==> config.mk <==
export PLATFORM = sky130hd
export DESIGN_NAME = core_top
export DESIGN_NICKNAME = d
export VERILOG_FILES = /design/src/hw/core_pkg.sv /design/src/hw/alu.sv /design/src/hw/alu_decoder.sv /design/src/hw/core_top.sv /design/src/hw/imm_extend.sv /design/src/hw/main_decoder.sv /design/src/hw/reg_file.sv
export SDC_FILE = /design/constraint.sdc
export NUM_CORES = 2
export LEC_CHECK = 0
export BUFFER_PORTS_ARGS = -buffer_cell sky130_fd_sc_hd__buf_2
export CORE_MARGIN = 3
export CORE_UTILIZATION = 60
export CTS_CLUSTER_SIZE = 28
export DETAILED_ROUTE_END_ITERATION = 10
export GPL_TIMING_DRIVEN = 0
export PLACE_DENSITY = 0.76
export REMOVE_ABC_BUFFERS = 1
export SLEW_MARGIN = 10
export SYNTH_ARGS = -nofsm -noshare
export SYNTH_HDL_FRONTEND = slang
export SYNTH_SLANG_ARGS = --single-unit
export TNS_END_PERCENT = 20
==> constraint.sdc <==
create_clock -name clk_i -period 13.4 [get_ports clk_i]
set_clock_uncertainty 0.2 [all_clocks]
set_input_delay 2.68 -clock clk_i [delete_from_list [all_inputs] [get_ports clk_i]]
set_output_delay 2.68 -clock clk_i [all_outputs]
set_load 0.005 [all_outputs]
==> src/hw/core_pkg.sv <==
package core_pkg;

    localparam int XLEN       = 32;
    localparam int REG_ADDR_W = 5;
    localparam int NREGS      = 1 << REG_ADDR_W;

    // Major opcodes of the supported subset
    typedef enum logic [6:0] {
        OP_LOAD   = 7'b0000011,
        OP_STORE  = 7'b0100011,
        OP_OP     = 7'b0110011,
        OP_OP_IMM = 7'b0010011,
        OP_BRANCH = 7'b1100011,
        OP_JAL    = 7'b1101111,
        OP_JALR   = 7'b1100111,
        OP_LUI    = 7'b0110111,
        OP_AUIPC  = 7'b0010111
    } opcode_e;

    typedef enum logic [2:0] {
        IMM_I = 3'b000,
        IMM_S = 3'b001,
        IMM_B = 3'b010,
        IMM_J = 3'b011,
        IMM_U = 3'b100
    } imm_src_e;

    typedef enum logic [1:0] {
        RES_ALU = 2'b00,              // ALU result
        RES_MEM = 2'b01,              // Load data
        RES_PC4 = 2'b10               // Link value
    } result_src_e;

    typedef enum logic [1:0] {
        ALUOP_ADD    = 2'b00,         // Address calculation
        ALUOP_BRANCH = 2'b01,         // Compare by subtraction
        ALUOP_FUNC   = 2'b10,         // Decode from funct fields
        ALUOP_PASSB  = 2'b11          // LUI
    } alu_op_e;

    typedef enum logic [3:0] {
        ALU_ADD   = 4'd0,
        ALU_SUB   = 4'd1,
        ALU_AND   = 4'd2,
        ALU_OR    = 4'd3,
        ALU_XOR   = 4'd4,
        ALU_SLT   = 4'd5,
        ALU_SLTU  = 4'd6,
        ALU_SLL   = 4'd7,
        ALU_SRL   = 4'd8,
        ALU_SRA   = 4'd9,
        ALU_PASSB = 4'd10
    } alu_ctrl_e;

    typedef struct packed {
        logic        reg_write;
        result_src_e result_src;
        logic        mem_write;
        logic        alu_src_imm;     // Operand B is the immediate
        logic        alu_a_pc;        // Operand A is the pc
        imm_src_e    imm_src;
        alu_op_e     alu_op;
        logic        jalr;            // Next pc from the ALU
    } ctrl_t;

    // Control word of an instruction that does nothing
    localparam ctrl_t CTRL_NOP = '{
        reg_write:   1'b0,
        result_src:  RES_ALU,
        mem_write:   1'b0,
        alu_src_imm: 1'b0,
        alu_a_pc:    1'b0,
        imm_src:     IMM_I,
        alu_op:      ALUOP_ADD,
        jalr:        1'b0
    };

endpackage

==> src/hw/alu.sv <==
`timescale 1ns/1ps

module alu (
    input  logic [core_pkg::XLEN-1:0] a_i,
    input  logic [core_pkg::XLEN-1:0] b_i,
    input  core_pkg::alu_ctrl_e       ctrl_i,
    output logic [core_pkg::XLEN-1:0] result_o,
    output logic                      zero_o
);

    logic [4:0] shamt;                               // Low 5 bits of b

    assign shamt = b_i[4:0];

    always_comb
    begin
        case (ctrl_i)
            core_pkg::ALU_ADD:   result_o = a_i + b_i;
            core_pkg::ALU_SUB:   result_o = a_i - b_i;
            core_pkg::ALU_AND:   result_o = a_i & b_i;
            core_pkg::ALU_OR:    result_o = a_i | b_i;
            core_pkg::ALU_XOR:   result_o = a_i ^ b_i;
            core_pkg::ALU_SLT:
            begin
                result_o = {{(core_pkg::XLEN-1){1'b0}}, ($signed(a_i) < $signed(b_i))};
            end
            core_pkg::ALU_SLTU:
            begin
                result_o = {{(core_pkg::XLEN-1){1'b0}}, (a_i < b_i)};
            end
            core_pkg::ALU_SLL:   result_o = a_i << shamt;
            core_pkg::ALU_SRL:   result_o = a_i >> shamt;
            core_pkg::ALU_SRA:   result_o = $unsigned($signed(a_i) >>> shamt);
            core_pkg::ALU_PASSB: result_o = b_i;    // LUI
            default:             result_o = '0;
        endcase
    end

    assign zero_o = (result_o == '0);               // Equal flag for branches

endmodule

==> src/hw/alu_decoder.sv <==
`timescale 1ns/1ps

module alu_decoder (
    input  core_pkg::alu_op_e         alu_op_i,
    input  logic              [2:0]   funct3_i,
    input  logic                      funct7_b5_i,
    input  logic                      op_b5_i,     // Set for R-type
    output core_pkg::alu_ctrl_e       alu_ctrl_o
);

    always_comb
    begin
        case (alu_op_i)
            core_pkg::ALUOP_ADD:    alu_ctrl_o = core_pkg::ALU_ADD;
            core_pkg::ALUOP_BRANCH: alu_ctrl_o = core_pkg::ALU_SUB;
            core_pkg::ALUOP_PASSB:  alu_ctrl_o = core_pkg::ALU_PASSB;
            default:
            begin
                case (funct3_i)
                    3'b000:
                    begin
                        // ADDI has no subtract form
                        if (funct7_b5_i && op_b5_i)
                            alu_ctrl_o = core_pkg::ALU_SUB;
                        else
                            alu_ctrl_o = core_pkg::ALU_ADD;
                    end
                    3'b001:  alu_ctrl_o = core_pkg::ALU_SLL;
                    3'b010:  alu_ctrl_o = core_pkg::ALU_SLT;
                    3'b011:  alu_ctrl_o = core_pkg::ALU_SLTU;
                    3'b100:  alu_ctrl_o = core_pkg::ALU_XOR;
                    3'b101:
                    begin
                        if (funct7_b5_i)           // Also bit 10 of SRAI
                            alu_ctrl_o = core_pkg::ALU_SRA;
                        else
                            alu_ctrl_o = core_pkg::ALU_SRL;
                    end
                    3'b110:  alu_ctrl_o = core_pkg::ALU_OR;
                    default: alu_ctrl_o = core_pkg::ALU_AND;
                endcase
            end
        endcase
    end

endmodule

==> src/hw/core_top.sv <==
`timescale 1ns/1ps

module core_top (
    input  logic                      clk_i,
    input  logic                      reset_i,
    output logic [core_pkg::XLEN-1:0] imem_addr_o,
    input  logic [core_pkg::XLEN-1:0] imem_data_i,
    output logic [core_pkg::XLEN-1:0] dmem_addr_o,
    output logic [core_pkg::XLEN-1:0] dmem_wdata_o,
    output logic                      dmem_we_o,
    input  logic [core_pkg::XLEN-1:0] dmem_rdata_i
);

    logic [core_pkg::XLEN-1:0] pc;
    logic [core_pkg::XLEN-1:0] pc_next;
    logic [core_pkg::XLEN-1:0] pc_plus4;
    logic [core_pkg::XLEN-1:0] pc_target;           // pc plus immediate
    logic [core_pkg::XLEN-1:0] instr;
    core_pkg::ctrl_t           ctrl;
    core_pkg::alu_ctrl_e       alu_ctrl;
    logic                      pc_src;
    logic                      zero;
    logic [core_pkg::XLEN-1:0] imm;
    logic [core_pkg::XLEN-1:0] rs1_data;
    logic [core_pkg::XLEN-1:0] rs2_data;
    logic [core_pkg::XLEN-1:0] alu_a;
    logic [core_pkg::XLEN-1:0] alu_b;
    logic [core_pkg::XLEN-1:0] alu_result;
    logic [core_pkg::XLEN-1:0] result;              // Writeback value

    assign instr       = imem_data_i;
    assign imem_addr_o = pc;

    main_decoder main_decoder0 (
        .op_i     (instr[6:0]),
        .funct3_i (instr[14:12]),
        .eq_i     (zero),
        .ctrl_o   (ctrl),
        .pc_src_o (pc_src)
    );

    alu_decoder alu_decoder0 (
        .alu_op_i    (ctrl.alu_op),
        .funct3_i    (instr[14:12]),
        .funct7_b5_i (instr[30]),
        .op_b5_i     (instr[5]),
        .alu_ctrl_o  (alu_ctrl)
    );

    imm_extend imm_extend0 (
        .instr_i   (instr[31:7]),
        .imm_src_i (ctrl.imm_src),
        .imm_o     (imm)
    );

    reg_file reg_file0 (
        .clk_i    (clk_i),
        .raddr1_i (instr[19:15]),
        .raddr2_i (instr[24:20]),
        .waddr_i  (instr[11:7]),
        .we_i     (ctrl.reg_write),
        .wdata_i  (result),
        .rdata1_o (rs1_data),
        .rdata2_o (rs2_data)
    );

    assign alu_a = ctrl.alu_a_pc ? pc : rs1_data;       // pc only for AUIPC
    assign alu_b = ctrl.alu_src_imm ? imm : rs2_data;

    alu alu0 (
        .a_i      (alu_a),
        .b_i      (alu_b),
        .ctrl_i   (alu_ctrl),
        .result_o (alu_result),
        .zero_o   (zero)
    );

    always_comb
    begin
        case (ctrl.result_src)
            core_pkg::RES_MEM: result = dmem_rdata_i;
            core_pkg::RES_PC4: result = pc_plus4;        // Link for JAL and JALR
            default:           result = alu_result;
        endcase
    end

    assign pc_plus4  = pc + 32'd4;
    assign pc_target = pc + imm;

    always_comb
    begin
        if (ctrl.jalr)
            pc_next = {alu_result[core_pkg::XLEN-1:1], 1'b0};
        else if (pc_src)
            pc_next = pc_target;
        else
            pc_next = pc_plus4;
    end

    always_ff @(posedge clk_i)
    begin
        if (reset_i)
            pc <= '0;
        else
            pc <= pc_next;
    end

    assign dmem_addr_o  = alu_result;
    assign dmem_wdata_o = rs2_data;
    assign dmem_we_o    = ctrl.mem_write & ~reset_i;    // No stores during reset

endmodule

==> src/hw/imm_extend.sv <==
`timescale 1ns/1ps

module imm_extend (
    input  logic                [31:7]           instr_i,
    input  core_pkg::imm_src_e                   imm_src_i,
    output logic                [core_pkg::XLEN-1:0] imm_o
);

    logic sign;                                      // Instruction bit 31

    assign sign = instr_i[31];

    always_comb
    begin
        case (imm_src_i)
            core_pkg::IMM_I:
                imm_o = {{20{sign}}, instr_i[31:20]};
            core_pkg::IMM_S:
                imm_o = {{20{sign}}, instr_i[31:25], instr_i[11:7]};
            core_pkg::IMM_B:
                imm_o = {{20{sign}}, instr_i[7], instr_i[30:25], instr_i[11:8], 1'b0};
            core_pkg::IMM_J:
                imm_o = {{12{sign}}, instr_i[19:12], instr_i[20], instr_i[30:21], 1'b0};
            core_pkg::IMM_U:
                imm_o = {instr_i[31:12], 12'b0};   // Upper 20 bits
            default:
                imm_o = '0;
        endcase
    end

endmodule

==> src/hw/main_decoder.sv <==
`timescale 1ns/1ps

module main_decoder (
    input  logic              [6:0] op_i,     // Opcode bits
    input  logic              [2:0] funct3_i, // Branch condition select
    input  logic                    eq_i,     // ALU zero flag
    output core_pkg::ctrl_t         ctrl_o,
    output logic                    pc_src_o  // Next pc is pc plus immediate
);

    core_pkg::opcode_e opcode;
    logic              branch;                // Conditional branch
    logic              jal;                   // Unconditional jump to pc plus immediate

    assign opcode = core_pkg::opcode_e'(op_i);

    always_comb
    begin
        ctrl_o = core_pkg::CTRL_NOP;
        branch = 1'b0;
        jal    = 1'b0;
        case (opcode)
            core_pkg::OP_LOAD:
            begin
                ctrl_o.reg_write   = 1'b1;
                ctrl_o.result_src  = core_pkg::RES_MEM;
                ctrl_o.alu_src_imm = 1'b1;
                ctrl_o.imm_src     = core_pkg::IMM_I;
                ctrl_o.alu_op      = core_pkg::ALUOP_ADD;
            end
            core_pkg::OP_STORE:
            begin
                ctrl_o.mem_write   = 1'b1;
                ctrl_o.alu_src_imm = 1'b1;
                ctrl_o.imm_src     = core_pkg::IMM_S;
                ctrl_o.alu_op      = core_pkg::ALUOP_ADD;
            end
            core_pkg::OP_OP:
            begin
                ctrl_o.reg_write  = 1'b1;
                ctrl_o.result_src = core_pkg::RES_ALU;
                ctrl_o.alu_op     = core_pkg::ALUOP_FUNC;
            end
            core_pkg::OP_OP_IMM:
            begin
                ctrl_o.reg_write   = 1'b1;
                ctrl_o.result_src  = core_pkg::RES_ALU;
                ctrl_o.alu_src_imm = 1'b1;
                ctrl_o.imm_src     = core_pkg::IMM_I;
                ctrl_o.alu_op      = core_pkg::ALUOP_FUNC;
            end
            core_pkg::OP_BRANCH:
            begin
                ctrl_o.imm_src = core_pkg::IMM_B;   // Target is pc plus B immediate
                ctrl_o.alu_op  = core_pkg::ALUOP_BRANCH;
                branch         = 1'b1;
            end
            core_pkg::OP_JAL:
            begin
                ctrl_o.reg_write  = 1'b1;
                ctrl_o.result_src = core_pkg::RES_PC4;
                ctrl_o.imm_src    = core_pkg::IMM_J;
                jal               = 1'b1;
            end
            core_pkg::OP_JALR:
            begin
                ctrl_o.reg_write   = 1'b1;
                ctrl_o.result_src  = core_pkg::RES_PC4;
                ctrl_o.alu_src_imm = 1'b1;
                ctrl_o.imm_src     = core_pkg::IMM_I;
                ctrl_o.alu_op      = core_pkg::ALUOP_ADD; // rs1 plus offset
                ctrl_o.jalr        = 1'b1;
            end
            core_pkg::OP_LUI:
            begin
                ctrl_o.reg_write   = 1'b1;
                ctrl_o.result_src  = core_pkg::RES_ALU;
                ctrl_o.alu_src_imm = 1'b1;
                ctrl_o.imm_src     = core_pkg::IMM_U;
                ctrl_o.alu_op      = core_pkg::ALUOP_PASSB;
            end
            core_pkg::OP_AUIPC:
            begin
                ctrl_o.reg_write   = 1'b1;
                ctrl_o.result_src  = core_pkg::RES_ALU;
                ctrl_o.alu_src_imm = 1'b1;
                ctrl_o.alu_a_pc    = 1'b1;             // pc plus U immediate
                ctrl_o.imm_src     = core_pkg::IMM_U;
                ctrl_o.alu_op      = core_pkg::ALUOP_ADD;
            end
            default:
            begin
                ctrl_o = core_pkg::CTRL_NOP;
            end
        endcase
    end

    // Branch resolution from the zero flag of rs1 minus rs2
    always_comb
    begin
        if (jal)
        begin
            pc_src_o = 1'b1;
        end
        else
        begin
            case (funct3_i)
                3'b000:  pc_src_o = branch & eq_i;   // BEQ
                3'b001:  pc_src_o = branch & ~eq_i;  // BNE
                default: pc_src_o = 1'b0;
            endcase
        end
    end

endmodule

==> src/hw/reg_file.sv <==
`timescale 1ns/1ps

module reg_file (
    input  logic                            clk_i,
    input  logic [core_pkg::REG_ADDR_W-1:0] raddr1_i,
    input  logic [core_pkg::REG_ADDR_W-1:0] raddr2_i,
    input  logic [core_pkg::REG_ADDR_W-1:0] waddr_i,
    input  logic                            we_i,
    input  logic [core_pkg::XLEN-1:0]       wdata_i,
    output logic [core_pkg::XLEN-1:0]       rdata1_o,
    output logic [core_pkg::XLEN-1:0]       rdata2_o
);

    logic [core_pkg::XLEN-1:0] regs [core_pkg::NREGS];

    always_ff @(posedge clk_i)
    begin
        if (we_i && (waddr_i != '0))          // x0 stays zero
        begin
            regs[waddr_i] <= wdata_i;
        end
    end

    // Asynchronous read ports
    assign rdata1_o = (raddr1_i == '0) ? '0 : regs[raddr1_i];
    assign rdata2_o = (raddr2_i == '0) ? '0 : regs[raddr2_i];

endmodule

Yosys cells after proc, flatten, opt, wreduce, memory -nomap -nowiden. Memories as Yosys holds them, arrays and structs flattened. Cells that the tools add are included.

Multiplexer cells: 26. Shifts and indexed selects: 3. Bitwise gates (word level): 8. Add/sub/neg operators: 4. Order comparisons: 2. Reductions and logical operators: 16. Equal/unequal tests: 33.

Operators by type and width (number): $pmux 32 s11 (1); $mux 32 (6); $pmux 32 s5 (1); $add 32x32->32 (2); $lt 32x32->1 (2); $pmux 32 s2 (1); $add 32x3->32 const B (1); $and 32x32->32 (1); $logic_not 32->1 (1); $or 32x32->32 (1); $shl 32x5->32 (1); $shr 32x5->32 (1); $sshr 32x5->32 (1); $sub 32x32->32 (1); $xor 32x32->32 (1); $pmux 4 s7 (1); $eq 7x6->1 const B (3); $eq 7x7->1 const B (3); $eq 4x3->1 const B (4); $eq 7x5->1 const B (2); $eq 3x2->1 const B (4); $eq 3x3->1 const B (4); $eq 4x4->1 const B (3); $pmux 3 s4 (1); 22 further kinds (45).

Memories kept: 1. Logic and storage cells: 95. Memory bits (writable): 1024. Bits in registers: 32. Output and inout bits: 97. Input bits: 66.

Memory list: reg_file0.regs (words 32, width 32, rd ports 2, clocked after Yosys merged registers in 0, write ports 1, RTL line reg_file.sv:14) `logic [core_pkg::XLEN-1:0] regs [core_pkg::NREGS];`.

Logic depth before layout (Yosys ltp).
Depth after elaboration: 15. Depth in mapped cells: 40. Mapped depth without buffers: 27.

Hierarchy. Synthesis repeated with hierarchy kept, for this count alone.

Cells, all modules: 4788. Area, all modules: 63365.8 sq um.

Modules (own cells, without submodules): reg_file (seq. area each 30749.5 sq um, cells each 2564, area an instance 47929.7 sq um, instances 1); alu (seq. area each 0.0 sq um, cells each 1449, area an instance 9743.1 sq um, instances 1); core_top (seq. area each 640.6 sq um, cells each 650, area an instance 4880.9 sq um, instances 1); imm_extend (seq. area each 0.0 sq um, cells each 73, area an instance 494.2 sq um, instances 1); main_decoder (seq. area each 0.0 sq um, cells each 36, area an instance 215.2 sq um, instances 1); alu_decoder (seq. area each 0.0 sq um, cells each 16, area an instance 102.6 sq um, instances 1).

Least setup slack after synthesis. OpenSTA, ideal clock, no wires.

Path type: input -> output. Start point: input port imem_data_i[20] (netlist name). End point: output port dmem_addr_o[29] (netlist name). Required time: 10520 ps. Path buffers: 10. Arrival time: 9535 ps. Cell stages on the path: 28. Path slack: 985 ps. Cell sequence: buf_6 -> buf_6 -> buf_6 -> buf_6 -> buf_6 -> buf_6 -> buf_2 -> buf_2 -> buf_1 -> buf_1 -> mux4_2 -> mux4_2 -> nand2_1 -> nand2_1 -> nand2_1 -> o21a_1 -> inv_1 -> ha_1 -> a2111oi_0 -> a211oi_1 -> a211oi_1 -> o32ai_1 -> a2111o_1 -> nand3_1 -> a311oi_1 -> or4_1 -> a21oi_1 -> a211o_1.

Word-level cells in the longest chain between the ends: 5. Elaborated cells on any way between the ends: 14. Those cells by class: 2 x add/sub; 3 x shift; 4 x mux; 3 x bitwise; 1 x reduce/logical; 1 x memory.

RTL lines: start, declared (RTL line core_top.sv:7) `input logic [core_pkg::XLEN-1:0] imem_data_i,`; $mem_v2 32x32 or $logic_not 5->1 (tied branches); $mux 32 (RTL line reg_file.sv:26) `assign rdata2_o = (raddr2_i == '0) ? '0 : regs[raddr2_i];`; $mux 32 (*) (RTL line core_top.sv:68) `assign alu_b = ctrl.alu_src_imm ? imm : rs2_data;`; $sub 32x32->32, or another cell as far along (RTL line alu.sv:19) `core_pkg::ALU_SUB: result_o = a_i - b_i;`; $pmux 32 s11 (*) (RTL line alu.sv:17) `case (ctrl_i)`; end, declared (RTL line core_top.sv:8) `output logic [core_pkg::XLEN-1:0] dmem_addr_o,`.

Every way passes the cells marked *; elsewhere a longest branch is shown, timed or not.

Final worst setup path.
Start point: input port imem_data_i[21] (netlist name). End point: output port dmem_addr_o[7] (netlist name).

Same word-level chain as after synthesis.

==> flow_metrics.env <==
export IMPL_met3_usage_pct=16.7
export IMPL_use_met2_pct=66.2
export IMPL_seq_area_frac_synth_pct=51.3
export IMPL_die_w_um=325
export IMPL_wl_per_cell_um=40.5
export IMPL_syn_inst=4501
export IMPL_gp_congestion=1.17
export IMPL_final_setup_worst_slack_ps=28.7
export IMPL_vias=48020
export IMPL_hpwlAfterDp_um=170000
export IMPL_initial_core_util_pct=60.8
export IMPL_htree_levels=3
export IMPL_placed_cells=5868
export IMPL_grt_max_degree=97
export IMPL_maxSlewHeadroom_pct=-4.94
export IMPL_dr_pass1_iters=10
export IMPL_synth_edf_count=1024
export IMPL_drive_gt1_share_pct=25.4
export IMPL_start_kind="input pin"
export IMPL_ant_nets=0
export IMPL_coreArea_um2=101000
export IMPL_tritoncts="done"
export IMPL_layoutNonFillerInstCount=6079
export IMPL_power_leakage_nw=24.1
export IMPL_holdWs_ps=560
export IMPL_syn2layout_area_growth_pct=13.8
export IMPL_drc=0
export IMPL_antenna_found_initial=14
export IMPL_grt_pass1_vias=46205
export IMPL_required_ps=10520
export IMPL_violations="max-capacitance violations, max-slew violations"
export IMPL_grt_pass1_wl_um=342000
export IMPL_fin_setup_tns_ps=0
export IMPL_ys_seq_elements=1056
export IMPL_place_ws_ps=-1190
export IMPL_track_usage_pct=45.9
export IMPL_totalWireLength_um=246000
export IMPL_arrival_ps=10490
export IMPL_yosysUniqueCellTypes=100
export IMPL_report_final_slew_viol_count=5
export IMPL_p_per_area_nw_per_um2=141
export IMPL_cts_sinks=1056
export IMPL_path_clk_slew_ps=60
export IMPL_synth_area_top_cells="edfxtp_1 (50%), mux4_2 (18%), ha_1 (2.7%)"
export IMPL_period_share_pct=99.8
export IMPL_worstSetupPathType="input pin to primary output"
export IMPL_status="complete, but fails checks"
export IMPL_total_power_w=0.00979
export IMPL_busiest_layer="met2"
export IMPL_overflow=0
export IMPL_root_buffer="clkbuf_16"
export IMPL_synth_top_area_cell="edfxtp_1"
export IMPL_die_area_um2=106000
export IMPL_drv_cap=1
export IMPL_fmax_ghz=0.0748
export IMPL_nets=4824
export IMPL_met1_usage_pct=58.2
export IMPL_async_flop_share_pct=0
export IMPL_row_count=116
export IMPL_synth_top_area_share_pct=50.3
export IMPL_avgSynthCellArea_um2=13.6
export IMPL_cts_hold_buf=0
export IMPL_io_pins=163
export IMPL_netlist_area_um2=61200
export IMPL_die_h_um=325
export IMPL_fin_crit_ps=13370
export IMPL_worst_slew_pin_slew_ps=1560
export IMPL_cp_end_kind="primary output"
export IMPL_yosys_warnings=0
export IMPL_setup_viol=0
export IMPL_via_per_inst=7.90
export IMPL_cts_buffer_depth=3
export IMPL_synth_top_flop_cell="edfxtp_1"
export IMPL_rsz0062_at_grt="no"
export IMPL_clk_latency_ps=730
export IMPL_worstPathMaxFanout=77
export IMPL_drtIter0Drc=9082
export IMPL_hold_class="register to register"
export IMPL_finalHoldViolCount=0
export IMPL_max_vdd_ir_drop_uv=147
export IMPL_cts_made_buffers=105
export IMPL_io_buffers=162
-- area by class of cell --
type                       count  area [µm²]
antenna                       10        25.0
clock buffer                 119        2740
clock inverter                78         890
fill                        6557       31000
inverter                     144         543
multi-input combinational   2990       28300
sequential                  1056       31400
tap                         1357        1700
timing repair buffer         325        3990
-- critical path, cell delays in order --
cell      delay, ps
buf_8           410
buf_16          410
buf_16          370
nand3b_1        470
o221ai_1        360
a211oi_1        130
nor3_1          840
a21oi_4         140
buf_4           280
buf_16          190
ha_1            440
o211ai_1        150
a31oi_1         480
o21ai_0         140
a21oi_1         210
o21ai_0         120
a311oi_1        960
nand2_1          90
o21ai_0         840
inv_1           290
buf_2           220
-- power breakdown --
part	switching, W	total [W]	internal, W
clock	0.00132	0.00314	0.00182
sequential	0.0000250	0.00413	0.00411
combinational	0.00173	0.00252	0.000786
total	0.00308	0.00979	0.00671
-- per-layer routing --
metal	up-vias	share of wire, %
met1	23681	33
met5	-	0.027
met4	10	8.6
li1	18465	-
met3	1123	16
met2	4741	43
-- placed cells by master, fill, tap and decap left out, types with 34 or more instances in the layout --
master,netlist,final
a211oi_1,47,45
a22o_1,34,34
a21o_1,47,47
nor2_4,0,35
mux2_2,60,60
mux2i_1,120,120
buf_16,0,40
o21ai_0,187,162
clkbuf_16,0,109
ha_1,133,131
inv_1,141,139
edfxtp_1,1024,1024
nor2_1,221,182
o22ai_1,37,37
a21oi_1,184,175
a221oi_1,44,44
buf_12,1,66
o211ai_1,87,87
buf_2,61,153
nand2_1,367,365
a22oi_1,85,85
nor3_1,53,49
mux4_2,498,498
nand3_1,199,198
xnor2_1,49,49
-- stage by stage --
| stage | utilization (%) | cell area, µm² |
|---|---|---|
| 2_1_floorplan | - | 59600 |
| 3_3_place_gp | 61.8 | 62100 |
| 3_5_place_dp | 65.5 | 65800 |
| 4_1_cts | 69.1 | 69500 |
| 5_1_grt | 69.2 | 69600 |
| 6_report | 69.2 | 69600 |
-- final timing paths --
| check | slack, ps | to | cells past startpoint | start |
|---|---|---|---|---|
| max | 30 | dmem_addr_o[7] | 21 | imem_data_i[21] |
| min | 560 | imem_addr_o[1] | 2 | imem_addr_o[1] |
| min reg2reg | 560 | imem_addr_o[1] | 2 | imem_addr_o[1] |
| max reg2reg | 4560 | imem_addr_o[13] | 25 | reg_file0.regs[29][3] |
-- cells by family (layout without fill, tap and decap cells) --
group	count (synthesis)	after routing	share of synthesized area [%]
compound gates	1037	1037	11.9
xor+xnor	76	76	1.09
fa+ha+maj	136	136	2.82
buf+inv	486	666	3.61
flops	1056	1056	51.3
mux	685	685	21.5
other cells	1	42	0.00613
simple gates	1024	1024	7.73
-- flip-flops by register name (all words and copies together) (netlist names), named ones only --
name and count:
imem_addr_o 31, reg_file0.regs 1024
-- synthesized netlist by cell type, types with 16 or more instances --
library cell,instances
buf_6,30
mux2i_1,120
o21bai_1,28
a211oi_1,47
o211ai_1,87
clkbuf_1,183
nor2b_1,22
a31oi_1,19
a21oi_1,184
nor2_1,221
inv_1,141
mux4_2,498
buf_1,51
o221ai_1,30
dfxtp_1,32
xor2_1,27
nand2_1,367
ha_1,133
o22ai_1,37
a22o_1,34
buf_2,61
a21o_1,47
xnor2_1,49
a211o_1,31
nor3_1,53
nand3_1,199
and3_1,27
a32oi_1,16
a22oi_1,85
or3_1,16
mux2_2,60
o21ai_0,187
o31ai_1,16
edfxtp_1,1024
nand2b_1,18
and2_1,25
a221oi_1,44
-- repair_timing --
action                                  4_1_cts  5_1_grt
gates resized for setup                       4        4
endpoints found under the setup margin       16        4
cloned                                        0        1
buffers inserted                              2        0
pin swaps                                     2        0
Note: power is estimated with default switching activity, not from simulation.
